==> config.mk <==
export PLATFORM = sky130hd
export DESIGN_NAME = decode_stage_flat
export DESIGN_NICKNAME = d
export VERILOG_FILES = /design/src/logic/cpu_pkg.sv /design/src/logic/cpu_ifs.sv /design/src/logic/decode_stage.sv /design/src/flat_wrapper.sv
export SDC_FILE = /design/constraint.sdc
export NUM_CORES = 1
export LEC_CHECK = 0
export BUFFER_PORTS_ARGS = -buffer_cell sky130_fd_sc_hd__buf_2
export CORE_MARGIN = 5
export CORE_UTILIZATION = 55
export CTS_CLUSTER_DIAMETER = 200
export DETAILED_ROUTE_END_ITERATION = 7
export PLACE_DENSITY = 0.83
export SLEW_MARGIN = 20
export SYNTH_ARGS = -nofsm -noshare
export SYNTH_HDL_FRONTEND = slang
export SYNTH_SLANG_ARGS = --single-unit
==> constraint.sdc <==
create_clock -name clk -period 2.75 [get_ports clk]
set_input_delay 0.4125 -clock clk [delete_from_list [all_inputs] [get_ports clk]]
set_output_delay 0.4125 -clock clk [all_outputs]
set_load 0.05 [all_outputs]
==> src/logic/cpu_pkg.sv <==
package cpu_pkg;

   localparam int WORD_W = 16;
   localparam int REG_AW = 3;

   // top field of the instruction, codes 11 to 15 are illegal
   typedef enum logic [3:0] {
      OP_HALT = 4'd0,
      OP_NOP  = 4'd1,
      OP_ADD  = 4'd2,
      OP_SUB  = 4'd3,
      OP_AND  = 4'd4,
      OP_XOR  = 4'd5,
      OP_ADDI = 4'd6,
      OP_LBI  = 4'd7,
      OP_LD   = 4'd8,
      OP_ST   = 4'd9,
      OP_BEQZ = 4'd10
   } opcode_e;

   typedef enum logic [2:0] {
      ALU_ADD,
      ALU_SUB,
      ALU_AND,
      ALU_XOR,
      ALU_PASS_B
   } alu_op_e;

   // per-instruction control, all zero is a nop
   typedef struct packed {
      alu_op_e alu_op;
      logic    use_imm;
      logic    reg_we;
      logic    mem_rd;
      logic    mem_wr;
      logic    is_branch;
      logic    is_halt;
   } ctrl_t;

   typedef struct packed {
      logic              valid;
      logic [WORD_W-1:0] pc;
      logic [WORD_W-1:0] instr;
   } if_id_t;

   typedef struct packed {
      logic              valid;
      ctrl_t             ctrl;
      logic [WORD_W-1:0] pc;
      logic [REG_AW-1:0] rs;
      logic [REG_AW-1:0] rt;
      logic [REG_AW-1:0] dst;
      logic [WORD_W-1:0] op_a;
      logic [WORD_W-1:0] op_b;
      logic [WORD_W-1:0] imm;
      logic [REG_AW-1:0] st_reg;
   } id_ex_t;

   typedef struct packed {
      logic              valid;
      ctrl_t             ctrl;
      logic [REG_AW-1:0] dst;
      logic [WORD_W-1:0] alu_result;
      logic [WORD_W-1:0] store_data;
   } ex_mem_t;

   typedef struct packed {
      logic              valid;
      logic              reg_we;
      logic [REG_AW-1:0] dst;
      logic [WORD_W-1:0] wb_data;
   } mem_wb_t;

endpackage

==> src/logic/cpu_ifs.sv <==
`timescale 1ns/100ps

// stall, flush and redirect between fetch, decode and execute
interface hazard_if;
   logic                       stall;
   logic                       flush;
   logic [cpu_pkg::WORD_W-1:0] redirect_pc;
   logic [cpu_pkg::REG_AW-1:0] ex_load_dst;
   logic                       ex_is_load;

   modport fetch_mp (
      input stall,
      input flush,
      input redirect_pc
   );

   modport decode_mp (
      output stall,
      input  flush,
      input  ex_load_dst,
      input  ex_is_load
   );

   modport execute_mp (
      output flush,
      output redirect_pc,
      output ex_load_dst,
      output ex_is_load
   );
endinterface

// forwarding taps from ex/mem and the write-back port
interface result_if;
   logic                       mem_we;
   logic [cpu_pkg::REG_AW-1:0] mem_dst;
   logic [cpu_pkg::WORD_W-1:0] mem_data;
   logic                       wb_we;
   logic [cpu_pkg::REG_AW-1:0] wb_dst;
   logic [cpu_pkg::WORD_W-1:0] wb_data;

   modport source_mp (
      output mem_we, mem_dst, mem_data,
      output wb_we, wb_dst, wb_data
   );

   modport execute_mp (
      input mem_we, mem_dst, mem_data,
      input wb_we, wb_dst, wb_data
   );

   modport regfile_mp (
      input wb_we, wb_dst, wb_data
   );
endinterface

==> src/logic/decode_stage.sv <==
`timescale 1ns/100ps

module decode_stage (
   input  logic                       clk,
   input  logic                       arst_n,
   input  logic                       halted,
   input  cpu_pkg::if_id_t            if_id,
   hazard_if.decode_mp                hz,
   result_if.regfile_mp               res,
   input  logic [cpu_pkg::REG_AW-1:0] dbg_addr,
   output logic [cpu_pkg::WORD_W-1:0] dbg_data,
   output cpu_pkg::id_ex_t            id_ex,
   output logic                       err
);

   localparam int W     = cpu_pkg::WORD_W;
   localparam int NREGS = 2 ** cpu_pkg::REG_AW;

   logic [W-1:0]               rf [1:NREGS-1];
   logic [W-1:0]               rf_view [NREGS];
   cpu_pkg::opcode_e           op;
   cpu_pkg::ctrl_t             ctrl;
   logic [cpu_pkg::REG_AW-1:0] rd, rs, rt, rb;
   logic [W-1:0]               imm;
   logic                       illegal;
   logic                       use_a, use_b;
   logic                       halt_seen;
   logic                       take;

   assign op = cpu_pkg::opcode_e'(if_id.instr[15:12]);
   assign rd = if_id.instr[11:9];
   assign rs = if_id.instr[8:6];
   assign rt = if_id.instr[5:3];

   always_comb begin
      ctrl        = '0;
      ctrl.alu_op = cpu_pkg::ALU_ADD;
      illegal     = 1'b0;
      use_a       = 1'b0;
      use_b       = 1'b0;
      imm         = {{(W-6){if_id.instr[5]}}, if_id.instr[5:0]};
      case (op)
         cpu_pkg::OP_HALT: ctrl.is_halt = 1'b1;
         cpu_pkg::OP_NOP: ;
         cpu_pkg::OP_ADD, cpu_pkg::OP_SUB, cpu_pkg::OP_AND, cpu_pkg::OP_XOR: begin
            ctrl.reg_we = 1'b1;
            use_a       = 1'b1;
            use_b       = 1'b1;
            if (op == cpu_pkg::OP_SUB) ctrl.alu_op = cpu_pkg::ALU_SUB;
            if (op == cpu_pkg::OP_AND) ctrl.alu_op = cpu_pkg::ALU_AND;
            if (op == cpu_pkg::OP_XOR) ctrl.alu_op = cpu_pkg::ALU_XOR;
         end
         cpu_pkg::OP_ADDI: begin
            ctrl.use_imm = 1'b1;
            ctrl.reg_we  = 1'b1;
            use_a        = 1'b1;
         end
         cpu_pkg::OP_LBI: begin
            ctrl.alu_op  = cpu_pkg::ALU_PASS_B;
            ctrl.use_imm = 1'b1;
            ctrl.reg_we  = 1'b1;
            imm          = {{(W-9){if_id.instr[8]}}, if_id.instr[8:0]};
         end
         cpu_pkg::OP_LD: begin
            ctrl.use_imm = 1'b1;
            ctrl.reg_we  = 1'b1;
            ctrl.mem_rd  = 1'b1;
            use_a        = 1'b1;
         end
         cpu_pkg::OP_ST: begin
            ctrl.use_imm = 1'b1;
            ctrl.mem_wr  = 1'b1;
            use_a        = 1'b1;
            use_b        = 1'b1;
         end
         cpu_pkg::OP_BEQZ: begin
            ctrl.is_branch = 1'b1;
            use_a          = 1'b1;
         end
         // unknown codes trap and run as a nop
         default: illegal = 1'b1;
      endcase
   end

   // store data comes from rd on the second read port
   assign rb = ctrl.mem_wr ? rd : rt;

   // r0 is hardwired, a same-cycle write shows through
   always_comb begin
      rf_view[0] = '0;
      for (int i = 1; i < NREGS; i++) begin
         if (res.wb_we && res.wb_dst == cpu_pkg::REG_AW'(i)) rf_view[i] = res.wb_data;
         else rf_view[i] = rf[i];
      end
   end

   assign dbg_data = rf_view[dbg_addr];

   always_ff @(posedge clk or negedge arst_n) begin
      if (!arst_n) begin
         for (int i = 1; i < NREGS; i++) rf[i] <= '0;
      end else if (res.wb_we && res.wb_dst != '0) begin
         rf[res.wb_dst] <= res.wb_data;
      end
   end

   // load in execute feeds this instruction, wait one cycle
   assign hz.stall = if_id.valid && !halt_seen && hz.ex_is_load && hz.ex_load_dst != '0 &&
                     ((use_a && rs == hz.ex_load_dst) || (use_b && rb == hz.ex_load_dst));

   // nothing younger than a halt leaves decode
   assign take = if_id.valid && !halt_seen && !hz.stall && !hz.flush;

   always_ff @(posedge clk or negedge arst_n) begin
      if (!arst_n) begin
         id_ex     <= '0;
         halt_seen <= 1'b0;
         err       <= 1'b0;
      end else if (!halted) begin
         if (take) begin
            id_ex.valid  <= 1'b1;
            id_ex.ctrl   <= ctrl;
            id_ex.pc     <= if_id.pc;
            id_ex.rs     <= rs;
            id_ex.rt     <= rt;
            id_ex.dst    <= rd;
            id_ex.op_a   <= rf_view[rs];
            id_ex.op_b   <= rf_view[rb];
            id_ex.imm    <= imm;
            id_ex.st_reg <= rd;
         end else begin
            id_ex <= '0;
         end
         if (take && illegal) err <= 1'b1;
         if (take && ctrl.is_halt) halt_seen <= 1'b1;
      end
   end

endmodule

==> src/flat_wrapper.sv <==
// flat-port wrapper written by rule: the top's interface ports become plain ports
module decode_stage_flat 
  (clk, arst_n, halted, if_id, dbg_addr, dbg_data, id_ex, err, hz_stall, hz_flush, hz_ex_load_dst, hz_ex_is_load, res_wb_we, res_wb_dst, res_wb_data);
  hazard_if hz_i ();
  result_if res_i ();
  input  logic clk;
  input  logic arst_n;
  input  logic halted;
  input  cpu_pkg::if_id_t if_id;
  input  logic [cpu_pkg::REG_AW-1:0] dbg_addr;
  output logic [cpu_pkg::WORD_W-1:0] dbg_data;
  output cpu_pkg::id_ex_t id_ex;
  output logic err;
  output wire logic [$bits(hz_i.stall)-1:0] hz_stall;
  input wire logic [$bits(hz_i.flush)-1:0] hz_flush;
  input wire logic [$bits(hz_i.ex_load_dst)-1:0] hz_ex_load_dst;
  input wire logic [$bits(hz_i.ex_is_load)-1:0] hz_ex_is_load;
  input wire logic [$bits(res_i.wb_we)-1:0] res_wb_we;
  input wire logic [$bits(res_i.wb_dst)-1:0] res_wb_dst;
  input wire logic [$bits(res_i.wb_data)-1:0] res_wb_data;
  assign hz_stall = hz_i.stall;
  assign hz_i.flush = hz_flush;
  assign hz_i.ex_load_dst = hz_ex_load_dst;
  assign hz_i.ex_is_load = hz_ex_is_load;
  assign res_i.wb_we = res_wb_we;
  assign res_i.wb_dst = res_wb_dst;
  assign res_i.wb_data = res_wb_data;
  decode_stage u_core (.clk(clk), .arst_n(arst_n), .halted(halted), .if_id(if_id), .hz(hz_i), .res(res_i), .dbg_addr(dbg_addr), .dbg_data(dbg_data), .id_ex(id_ex), .err(err));
endmodule
# Word-level counts from Yosys, hierarchy flattened

Index checks and enable logic that the tools add are counted.
Widths: inputs -> output; s select.

Magnitude comparators: 5
Eq/ne operators: 19
Multiplexer cells: 35
Bitwise logic cells: 5
Reduce and logical (&&, ||, !) cells: 34

Operator list:

| kind               | count |
|---|---|
| $mux 16            | 15 |
| $bmux 16 s3        | 3 |
| $bwmux 112         | 1 |
| $mux 86            | 1 |
| $demux 16 s3       | 1 |
| $logic_and 1x1->1  | 19 |
| $eq 4x3->1 const B | 4 |
| $ge 4x4->1 const B | 4 |
| $not 3->4          | 4 |
| $eq 3x3->1 const B | 4 |
| $eq 4x4->1 const B | 3 |
| $reduce_or 11->1   | 1 |
| $mux 1             | 10 |
| $eq 4x2->1 const B | 2 |
| $reduce_or 4->1    | 2 |
| $reduce_or 8->1    | 1 |
| $reduce_or 7->1    | 1 |
| $eq 3x2->1 const B | 2 |
| $eq 3x3->1         | 2 |
| $mux 3             | 2 |
| $pmux 3 s2         | 1 |
| $reduce_bool 3->1  | 2 |
| $reduce_or 5->1    | 1 |
| $eq 4x1->1 const B | 1 |
| 8 further kinds    | 11 |

Flip-flop bits (word level): 200
Output and inout bits: 104
Logic and storage cells: 123

# Depth between registers and ports, before layout

Gate-level depths: netlist of run 1.

Depth in word-level cells: 12
Mapped depth: 10
Depth with buffers taken out: 7

# Least setup slack after synthesis of run 1

OpenSTA, ideal clock, no wires.

Path type: input-to-output
Start: input port res_wb_dst[1]
End: output port dbg_data[12] (netlist bit)
Data arrival time: 2.625 ns
Required time: 2.338 ns
Setup slack: -0.288 ns
Stages: 6
Buffers on the path: 2
Cells stage by stage: nor4bb_1 clkbuf_1 buf_4 mux2i_1 mux4_2 a21oi_1

Cells in the longest elaborated chain, start to end: 6

Ends and longest elaborated chain:

| what                                            | RTL line           | text |
|---|---|---|
| start: declaration                              | flat_wrapper.sv:19 | `input wire logic [$bits(res_i.wb_dst)-1:0] res_wb_dst;` |
| $eq 3x3->1, or another cell as far along        | decode_stage.sv:92 | `if (res.wb_we && res.wb_dst == cpu_pkg::REG_AW'(i)) rf_view[i] = res.wb_data;` |
| $logic_and 1x1->1                               | decode_stage.sv:92 |  |
| $mux 16                                         | decode_stage.sv:92 |  |
| $bmux 16 s3 (*)                                 | decode_stage.sv:97 | `assign dbg_data = rf_view[dbg_addr];` |
| $mux 16 (implied by the code) (*) (2 in series) | decode_stage.sv:97 |  |
| end: declaration                                | flat_wrapper.sv:11 | `output logic [cpu_pkg::WORD_W-1:0] dbg_data;` |

Every way passes the cells marked *; elsewhere a longest branch is shown, timed or not. The select of a mux whose other input is x is not followed.

# Worst setup path in the final report of run 1

Start: input port res_wb_dst[2]
End: output port dbg_data[7] (netlist bit)

The elaborated chain is that of the path after synthesis.

==> flow_metrics.tcl, run 1 <==
set metrics [dict create \
    route.detailed.drc 0 \
    cts_tree "done" \
    ant_nets 0 \
    power.density_nw_per_um2 704.0 \
    multiInputGateArea_um2 4826 \
    syn-num-nets 990 \
    r2r_slack_ps 1080 \
    syn_avg_cell_area_um2 10.70 \
    routabilityCongestion 0.8950 \
    cts_hold_buf 0 \
    fin_crit_ps 2740 \
    utilization_pct 72.11 \
    fin_total_pwr_mw 9.057 \
    area_growth_pct 29.89 \
    cts.sinks 187 \
    vias 8892 \
    rsz0062_at_grt "yes" \
    violations "negative hold slack" \
    grt_pass1_vias 9045 \
    leakagePower_nw 6.630 \
    synthCells 926 \
    clk_latency_ps 440 \
    rr_worst_depth 5 \
    grt_start_max_net_pins 74 \
    gr-total-overflow 0 \
    path_class "input port to output pin" \
    cp.arrival_ps 2330 \
    htree_levels 4 \
    drv_slew 0 \
    synth_async_sr_flop_share_pct 100.0 \
    viasPerCell 6.383 \
    ios 168 \
    timing.hold.ws_ps -39.93 \
    crit_start "res_wb_dst[2]" \
    maxCapViolations 0 \
    peakVddDrop_v 0.0005318 \
    dp_hpwl_um 19210 \
    stdcell_count 1393 \
    crit_chain "buf_4 -> nor4bb_4 -> buf_4 -> buf_12 -> mux2i_4 -> inv_1 -> nor2_2 -> a21oi_2 -> a221oi_2 -> a21oi_2 -> buf_6" \
    clock_skew_ps 8.370 \
    setup_violations 0 \
    cp.required_ps 2340 \
    cts_inserted_buffers 17 \
    fin_crit_sh_pct 99.65 \
    wl_um 31700 \
    grt_pass1_wl_um 47690 \
    ff_latch_area_um2 4679 \
    yosysWarnings 0 \
    hold_path_class "input port to asynchronous set/reset pin" \
    relSlewSlack_pct 42.52 \
    end_kind "output pin" \
    synth_cell_type_count 42 \
    tightest_slew_ps 862.1 \
    rr_endpoint "u_core.id_ex[38]" \
    grtUsageTotal_pct 29.41 \
    rows 49 \
    dr.pass1.iters 6 \
    die_w_um 144.2 \
    wl_per_cell_um 22.75 \
    crit_path_top_delay_cell "a221oi_2" \
    clkSlewWorstSetupHoldPaths_ps 70 \
    timing_hold_violations_final 17 \
    drive_above_1_share_pct 37.44 \
    ys_seq_area_share_pct 47.25 \
    numPlacedInstances 1353 \
    cp-endpoint "dbg_data[7]" \
    ys.flop_type "dfrtp_1" \
    setup-tns-final_ps 0 \
    clk_path_buf_depth 2 \
    ys_ff_latch 187 \
    fillCellCount 1174 \
    drt_iter0_markers 814 \
    portBuffers 167 \
    fmax_ghz 0.3649 \
    start_util_pct 55.52 \
    netlist_area_um2 9904 \
    clock-root-buffer "clkbuf_16" \
    fp.dieH_um 144.2 \
    die_area_um2 20790 \
    cp_max_fo 8 \
    nets 1213 \
    r2r-start "u_core.halt_seen" \
    antenna_found_initial 2 \
    synth-edff-count 0 \
    core_um2 17840 \
    start_kind "input port" \
    status "finished, violations left" \
    max_stage_delay_ps 330 \
]
[metal layers]
| metal | global-route usage (%) | part of all wire [%] | vias up |
|---|---|---|---|
| met2 | 47.50 | 47 | 595 |
| met5 | 0 | 0 | - |
| li1 | - | - | 3821 |
| met1 | 37.70 | 39 | 4347 |
| met4 | 14.43 | 4.5 | 0 |
| met3 | 6.515 | 10 | 129 |
[synth_stat cells (5+ instances only)]
| library cell | number | share of area [%] |
|---|---|---|
| a21oi_1 | 62 | 3.1 |
| a221oi_1 | 16 | 1.4 |
| a22o_1 | 56 | 5.0 |
| a31oi_1 | 19 | 1.2 |
| a32o_1 | 16 | 1.6 |
| buf_2 | 16 | 0.81 |
| buf_4 | 14 | 1.1 |
| buf_6 | 6 | 0.68 |
| clkbuf_1 | 53 | 2.0 |
| dfrtp_1 | 187 | 47 |
| inv_1 | 93 | 3.5 |
| mux2_2 | 25 | 2.8 |
| mux2i_1 | 124 | 13 |
| mux4_2 | 16 | 3.6 |
| nand2_1 | 27 | 1.0 |
| nand2b_1 | 8 | 0.51 |
| nor2_1 | 46 | 1.7 |
| o211ai_1 | 32 | 2.4 |
| o21ai_0 | 6 | 0.30 |
| o22ai_1 | 42 | 2.7 |
| or3_1 | 17 | 1.1 |
| xnor2_1 | 5 | 0.44 |
[registers in the layout, summed over array words and instances, names as in the netlist]
| name | count |
|---|---|
| u_core.halt_seen | 1 |
| u_core.id_ex | 73 |
| u_core.err | 1 |
| u_core.rf | 112 |
[layout by cell type, fill, tap and decap left out, types with 17 or more instances in the layout]
cell type,n
a21oi_1,44
a21oi_2,18
a22o_1,56
a31oi_1,19
buf_2,148
buf_4,118
clkbuf_16,18
dfrtp_1,187
inv_1,87
mux2_2,24
mux2i_1,110
nand2_1,27
nor2_1,40
o211ai_1,32
o22ai_1,42
or3_1,17
[how the worst min path moves through the flow]
stage	slack, ps	end	cells past startpoint
2_1_floorplan	120	u_core.err	0
3_3_place_gp	440	u_core.err	1
3_5_place_dp	450	u_core.err	1
4_1_cts	2	u_core.id_ex[85]	1
5_1_grt	30	u_core.id_ex[85]	1
6_report	-40	u_core.id_ex[85]	1
[worst max-delay path, delay by kind of cell]
kind,cells,cell delay [ps]
AOI/OAI and AO/OA,3,470
buffers and inverters,5,800
muxes,1,260
and+or+nand+nor,2,380
[final cells by class]
class	instances	area share, %
well taps	229	2.227
diodes	2	0.03890
repair buffers	296	16.30
inverters	93	2.713
clock buffers	18	3.414
multi-input cells	554	37.51
flip-flops and latches	187	36.37
clock inverters	14	1.420
[kinds of logic after synthesis]
logic type / after synthesis / share of synthesized area, %
mux: 166 / 19.16
buf+inv: 185 / 8.198
flops: 187 / 47.25
compound gates: 262 / 18.81
simple gates: 117 / 5.786
xor+xnor: 9 / 0.7958
[where the power goes]
part / total, mW / switching (mW) / internal (mW) / leakage (nW)
clock network: 2.64 / 1.16 / 1.48 / 0.301
logic: 3.05 / 1.79 / 1.26 / 3.97
registers: 3.36 / 0.183 / 3.18 / 2.36
[what timing repair did]
item,in CTS,in global routing
setup endpoints to repair,9,16
buffers inserted,0,5
cloned,0,1
gates resized for setup,11,92
pin swaps,0,17
[through the flow]
step / setup slack [ps] / cell area, um^2
after floorplan: 2.766 / 9967
after global placement: 23.13 / 11800
after detailed placement: -44.90 / 11800
after CTS: 0.6939 / 12480
after global routing: -55.90 / 12860
final: 9.584 / 12860
Power figures use the tool's default switching activity.
==> inputs of run 2 (changes only) <==
Settings changed: CORE_MARGIN 5 to unset.
==> run 2 against run 1 <==
  * The run ends with negative setup slack left
  * Sequential share of layout area about the same
  * Power decreased by 2.8%
  * Combinational power about the same
  * Sequential cell count unchanged
  * Core utilization increased by 1.8 points
  * Cell area about the same
  * Die area decreased by 11%
  * Critical endpoint unchanged
  * Largest power group unchanged
==> flow_metrics.tcl, run 2 (synthesis gave the netlist of run 1 again) <==
set metrics [dict create \
    status "finished, violations left" \
    violations "negative setup slack" \
    relSlewSlack_pct 40.94 \
    setup_violations 1 \
    layout_commonest_cell "dfrtp_1" \
    cp_max_fo 8 \
    core_um2 17420 \
    leakagePower_nw 6.664 \
    holdPathStages 2 \
    cts_inserted_buffers 17 \
    peakVddDrop_v 0.0005548 \
    hold_path_class "input port to flop" \
    dr.pass1.iters 6 \
    stdcell_count 1401 \
    maxCapViolations 0 \
    cts_tree "done" \
    start_kind "input port" \
    power.density_nw_per_um2 683.9 \
    gr-total-overflow 0 \
    fmax_ghz 0.3627 \
    tightest_slew_ps 885.8 \
    final_cell_mix "dfrtp_1, buf_2, buf_4" \
    rr_worst_depth 5 \
    antenna_found_initial 1 \
    wl_um 30750 \
    cts.sinks 187 \
    timing.hold.ws_ps 183.0 \
    portBuffers 167 \
    clk_latency_ps 450 \
    numPlacedInstances 1360 \
    setup_ws_ps -6.923 \
    routabilityCongestion 0.8987 \
    rows 48 \
    grt_pass1_wl_um 46310 \
    drv_slew 0 \
    grt_pass1_vias 8928 \
    start_util_pct 56.87 \
    post-place-ws_ps 21.32 \
    drive_above_1_share_pct 37.36 \
    cp.required_ps 2340 \
    ff_latch_area_um2 4679 \
    fin_crit_ps 2757 \
    clock-root-buffer "clkbuf_16" \
    die_area_um2 18550 \
    viasPerCell 6.403 \
    path_class "input port to output pin" \
    htree_levels 4 \
    ant_nets 0 \
    clkSlewWorstSetupHoldPaths_ps 70 \
    fillCellCount 1111 \
    wl_per_cell_um 21.95 \
    grtUsageTotal_pct 33.02 \
    top_register "u_core.rf" \
    vias 8970 \
    fp.dieH_um 136.2 \
    clk_path_buf_depth 2 \
    reg_top3 "u_core.rf: 112 flops, u_core.id_ex: 73 flops" \
    die_w_um 136.2 \
    ios 168 \
    route.detailed.drc 0 \
    end_kind "output pin" \
    multiInputGateArea_um2 4818 \
    nets 1226 \
    timing_hold_violations_final 0 \
    area_growth_pct 29.98 \
    largest_reg_flops 112 \
    cp.arrival_ps 2340 \
    clock_skew_ps 8.621 \
    grt_start_max_net_pins 74 \
    fin_crit_sh_pct 100.3 \
    dp_hpwl_um 18980 \
    drt_iter0_markers 955 \
]
[run 2: cell count changes in the layout (fill, tap and decap cells not counted), sizes merged]
| cell | delta |
|---|---|
| buf | +13 |
| clkinv | +5 |
| inv | -5 |
| bufinv | -2 |
| clkbuf | +1 |
| diode | -1 |
| dlygate4sd3 | +1 |
[run 2: where the power goes]
| group | leakage (nW) | switching [mW] | internal (mW) | total, mW |
|---|---|---|---|---|
| logic | 4.04 | 1.78 | 1.29 | 3.07 |
| clock network | 0.266 | 1.11 | 1.26 | 2.37 |
| registers | 2.36 | 0.186 | 3.18 | 3.37 |
| total | 6.66 | 3.07 | 5.73 | 8.80 |
[run 2: per-stage QoR]
stage / utilization, % / total power [mW] / TNS (ps) / instance area (um^2)
final: 73.92 / 8.804 / -6.923 / 12870
after detailed placement: 68.21 / 6.186 / 0 / 11880
after CTS: 71.66 / 8.571 / 0 / 12480
after floorplan: - / 5.085 / 0 / 9967
after global routing: 73.92 / 9.152 / -285.0 / 12870
after global placement: 68.21 / 6.084 / 0 / 11880
[run 2: area by class of cell]
cell class	count	area share [%]
sequential	187	36.35
inverter	93	2.712
timing repair buffer	309	16.99
tap	225	2.187
antenna	1	0.01944
multi-input combinational	554	37.43
clock inverter	12	0.9233
clock buffer	20	3.392
[run 2: routing by layer]
layer / track usage (%) / vias to the layer above / part of all wire (%)
li1: - / 3846 / -
met1: 42.06 / 4335 / 39
met2: 53.21 / 665 / 47
met3: 6.600 / 124 / 10
met4: 17.28 / 0 / 3.8
met5: 0 / - / 0
[run 2: worst paths after layout]
kind,startpoint,end,slack [ps]
min,if_id[26],u_core.id_ex[70],180
max,res_wb_dst[1],dbg_data[7],-7
min reg2reg,u_core.id_ex[85],u_core.id_ex[85],470
max reg2reg,u_core.halt_seen,u_core.id_ex[44],990
max in group asynchronous,arst_n,u_core.rf[85],1390
min in group asynchronous,arst_n,u_core.id_ex[4],520
[run 2: worst max-delay path: stages]
cell and delay, ps:
buf_4 150, nor4bb_4 270, buf_4 200, buf_12 180
mux2i_4 260, inv_1 100, nor2_1 120, a21oi_1 70
a221oi_2 320, a21oi_2 80, buf_6 160
[run 2: repair_timing]
item | in CTS | in global routing
setup buffers | 0 | 6
setup endpoints to repair | 3 | 16
endpoints found under the hold margin | 21 | 0
hold buffers | 1 | 0
pin swaps | 0 | 18
gates cloned | 0 | 1
resized for setup | 6 | 90
==> inputs of run 3 (changes only) <==
Settings changed: CAP_MARGIN set to 20, CTS_BUF_LIST set to sky130_fd_sc_hd__clkbuf_16.
==> run 3 against run 2 <==
  * The run now ends clean
  * Non-clock buffer count stayed put
  * Sequential power about the same
  * Maximum frequency increased by 0.29%
  * Register-to-register slack about the same
  * Clock power about the same
  * Largest power group unchanged
  * Worst hold slack worse by 0.57 ps
  * Cell count is the same
  * Core utilization is the same
==> flow_metrics.tcl, run 3 (synthesis gave the netlist of run 1 again) <==
set metrics [dict create \
    status "completed" \
    viasPerCell 6.390 \
    drive_above_1_share_pct 37.36 \
    clock_skew_ps 8.294 \
    htree_levels 4 \
    die_w_um 136.2 \
    end_kind "output pin" \
    use_met1_pct 42.06 \
    drt_iter0_markers 967 \
    nets 1226 \
    crit_path_top_delay_cell "a221oi_2" \
    fin_crit_sh_pct 99.96 \
    crit_family "buffers and inverters" \
    maxCapViolations 0 \
    grt_pass1_wl_um 46310 \
    cts_tree "done" \
    fmax_ghz 0.3638 \
    clock-root-buffer "clkbuf_16" \
    start_util_pct 56.87 \
    worstHoldStart "if_id[26]" \
    met2_usage_pct 53.21 \
    clk_path_buf_depth 2 \
    antenna_found_initial 1 \
    leakagePower_nw 6.677 \
    cp_common_cell "buf_4" \
    r2r_slack_ps 980 \
    rr_endpoint "u_core.id_ex[44]" \
    cp.required_ps 2340 \
    cts_inserted_buffers 17 \
    r2r-start "u_core.halt_seen" \
    top_usage_layer "met2" \
    rr_worst_depth 5 \
    post-place-ws_ps 21.32 \
    path_class "input port to output pin" \
    largest_reg_flops 112 \
    layout_commonest_cell "dfrtp_1" \
    tightest_slew_ps 886.5 \
    fp.dieH_um 136.2 \
    wl_um 30820 \
    grtUsageTotal_pct 33.02 \
    timing_hold_violations_final 0 \
    crit_chain "buf_4 -> nor4bb_4 -> buf_4 -> buf_12 -> mux2i_4 -> inv_1 -> nor2_1 -> a21oi_1 -> a221oi_2 -> a21oi_2 -> buf_6" \
    fin_crit_ps 2749 \
    dp_hpwl_um 18980 \
    reg_top3 "u_core.rf: 112 flops, u_core.id_ex: 73 flops" \
    area_growth_pct 29.98 \
    route.detailed.drc 0 \
    holdPathStages 2 \
    crit_buf_inv 5 \
    final_cell_mix "dfrtp_1, buf_2, buf_4" \
    gr-total-overflow 0 \
    ant_nets 0 \
    clkSlewWorstSetupHoldPaths_ps 70 \
    cts.sinks 187 \
    grt.met3_usage_pct 6.600 \
    ios 168 \
    core_um2 17420 \
    max_stage_delay_ps 320 \
    utilization_pct 73.92 \
    peakVddDrop_v 0.0005556 \
    grt_pass1_vias 8928 \
    cp.arrival_ps 2340 \
    portBuffers 167 \
    die_area_um2 18550 \
    wl_per_cell_um 22.00 \
    whs_endpoint "u_core.id_ex[70]" \
    rows 48 \
    routabilityCongestion 0.8987 \
    dr.pass1.iters 5 \
    clk_latency_ps 450 \
    dpl-instance-area_um2 11880 \
    drv_slew 0 \
    relSlewSlack_pct 40.90 \
    setup_violations 0 \
    final_area_um2 12870 \
    vias 8952 \
    setup_ws_ps 1.083 \
    cp_max_fo 8 \
    grt_start_max_net_pins 74 \
    power.density_nw_per_um2 683.5 \
    hold_path_class "input port to flop" \
    start_kind "input port" \
    top_register "u_core.rf" \
]
-- run 3: routing by layer --
layer	part of all wire, %	vias to the layer above
met5	0	-
met4	3.8	0
met3	11	119
met2	47	644
met1	39	4339
li1	-	3850
-- run 3: worst max-delay path by stage --
stage / from / to / slack, ps / cells past startpoint
2_1_floorplan: res_wb_dst[1] / dbg_data[12] / 3 / 6
3_3_place_gp: res_wb_dst[2] / dbg_data[11] / 40 / 8
3_5_place_dp: res_wb_dst[1] / dbg_data[3] / 20 / 10
4_1_cts: res_wb_dst[1] / dbg_data[9] / 1 / 10
5_1_grt: res_wb_dst[1] / dbg_data[7] / -80 / 11
6_report: res_wb_dst[1] / dbg_data[7] / 1 / 11
-- run 3: report_power, final --
group	switching (mW)	total [mW]	leakage, nW	internal [mW]
clock	1.11	2.36	0.279	1.25
sequential	0.186	3.37	2.36	3.18
combinational	1.78	3.07	4.04	1.29
total	3.08	8.80	6.68	5.72
-- run 3: repair_timing --
| action | CTS | global route |
|---|---|---|
| endpoints found under the hold margin | 21 | 0 |
| pin swaps | 0 | 18 |
| hold buffers | 1 | 0 |
| gates resized for setup | 6 | 90 |
| cloned | 0 | 1 |
| setup buffers | 0 | 6 |
| endpoints found under the setup margin | 3 | 16 |
-- run 3: final cells by class --
cell class / count / area (um^2)
multi-input cells: 554 / 4818
flip-flops and latches: 187 / 4679
fillers: 1111 / 4543
repair buffers: 309 / 2187
clock buffers: 17 / 425.4
inverters: 93 / 349.1
well taps: 225 / 281.5
clock inverters: 15 / 130.1
diodes: 1 / 2.502
-- run 3: worst register-to-register path, cell delays in order, from the launching register on --
cell	delay (ps)
dfrtp_1	400
nor2b_1	190
o311ai_0	260
o211a_4	320
buf_12	200
a32o_1	300
-- run 3: per-stage QoR --
step	total power [mW]	TNS (ps)	cells	hold slack [ps]
final	8.798	0	1401	182.5
after global routing	9.141	-285.0	1401	178.9
after CTS	8.560	0	1393	181.6
after detailed placement	6.186	0	1360	453.2
after global placement	6.084	0	1360	449.8
after floorplan	5.085	0	926	116.9
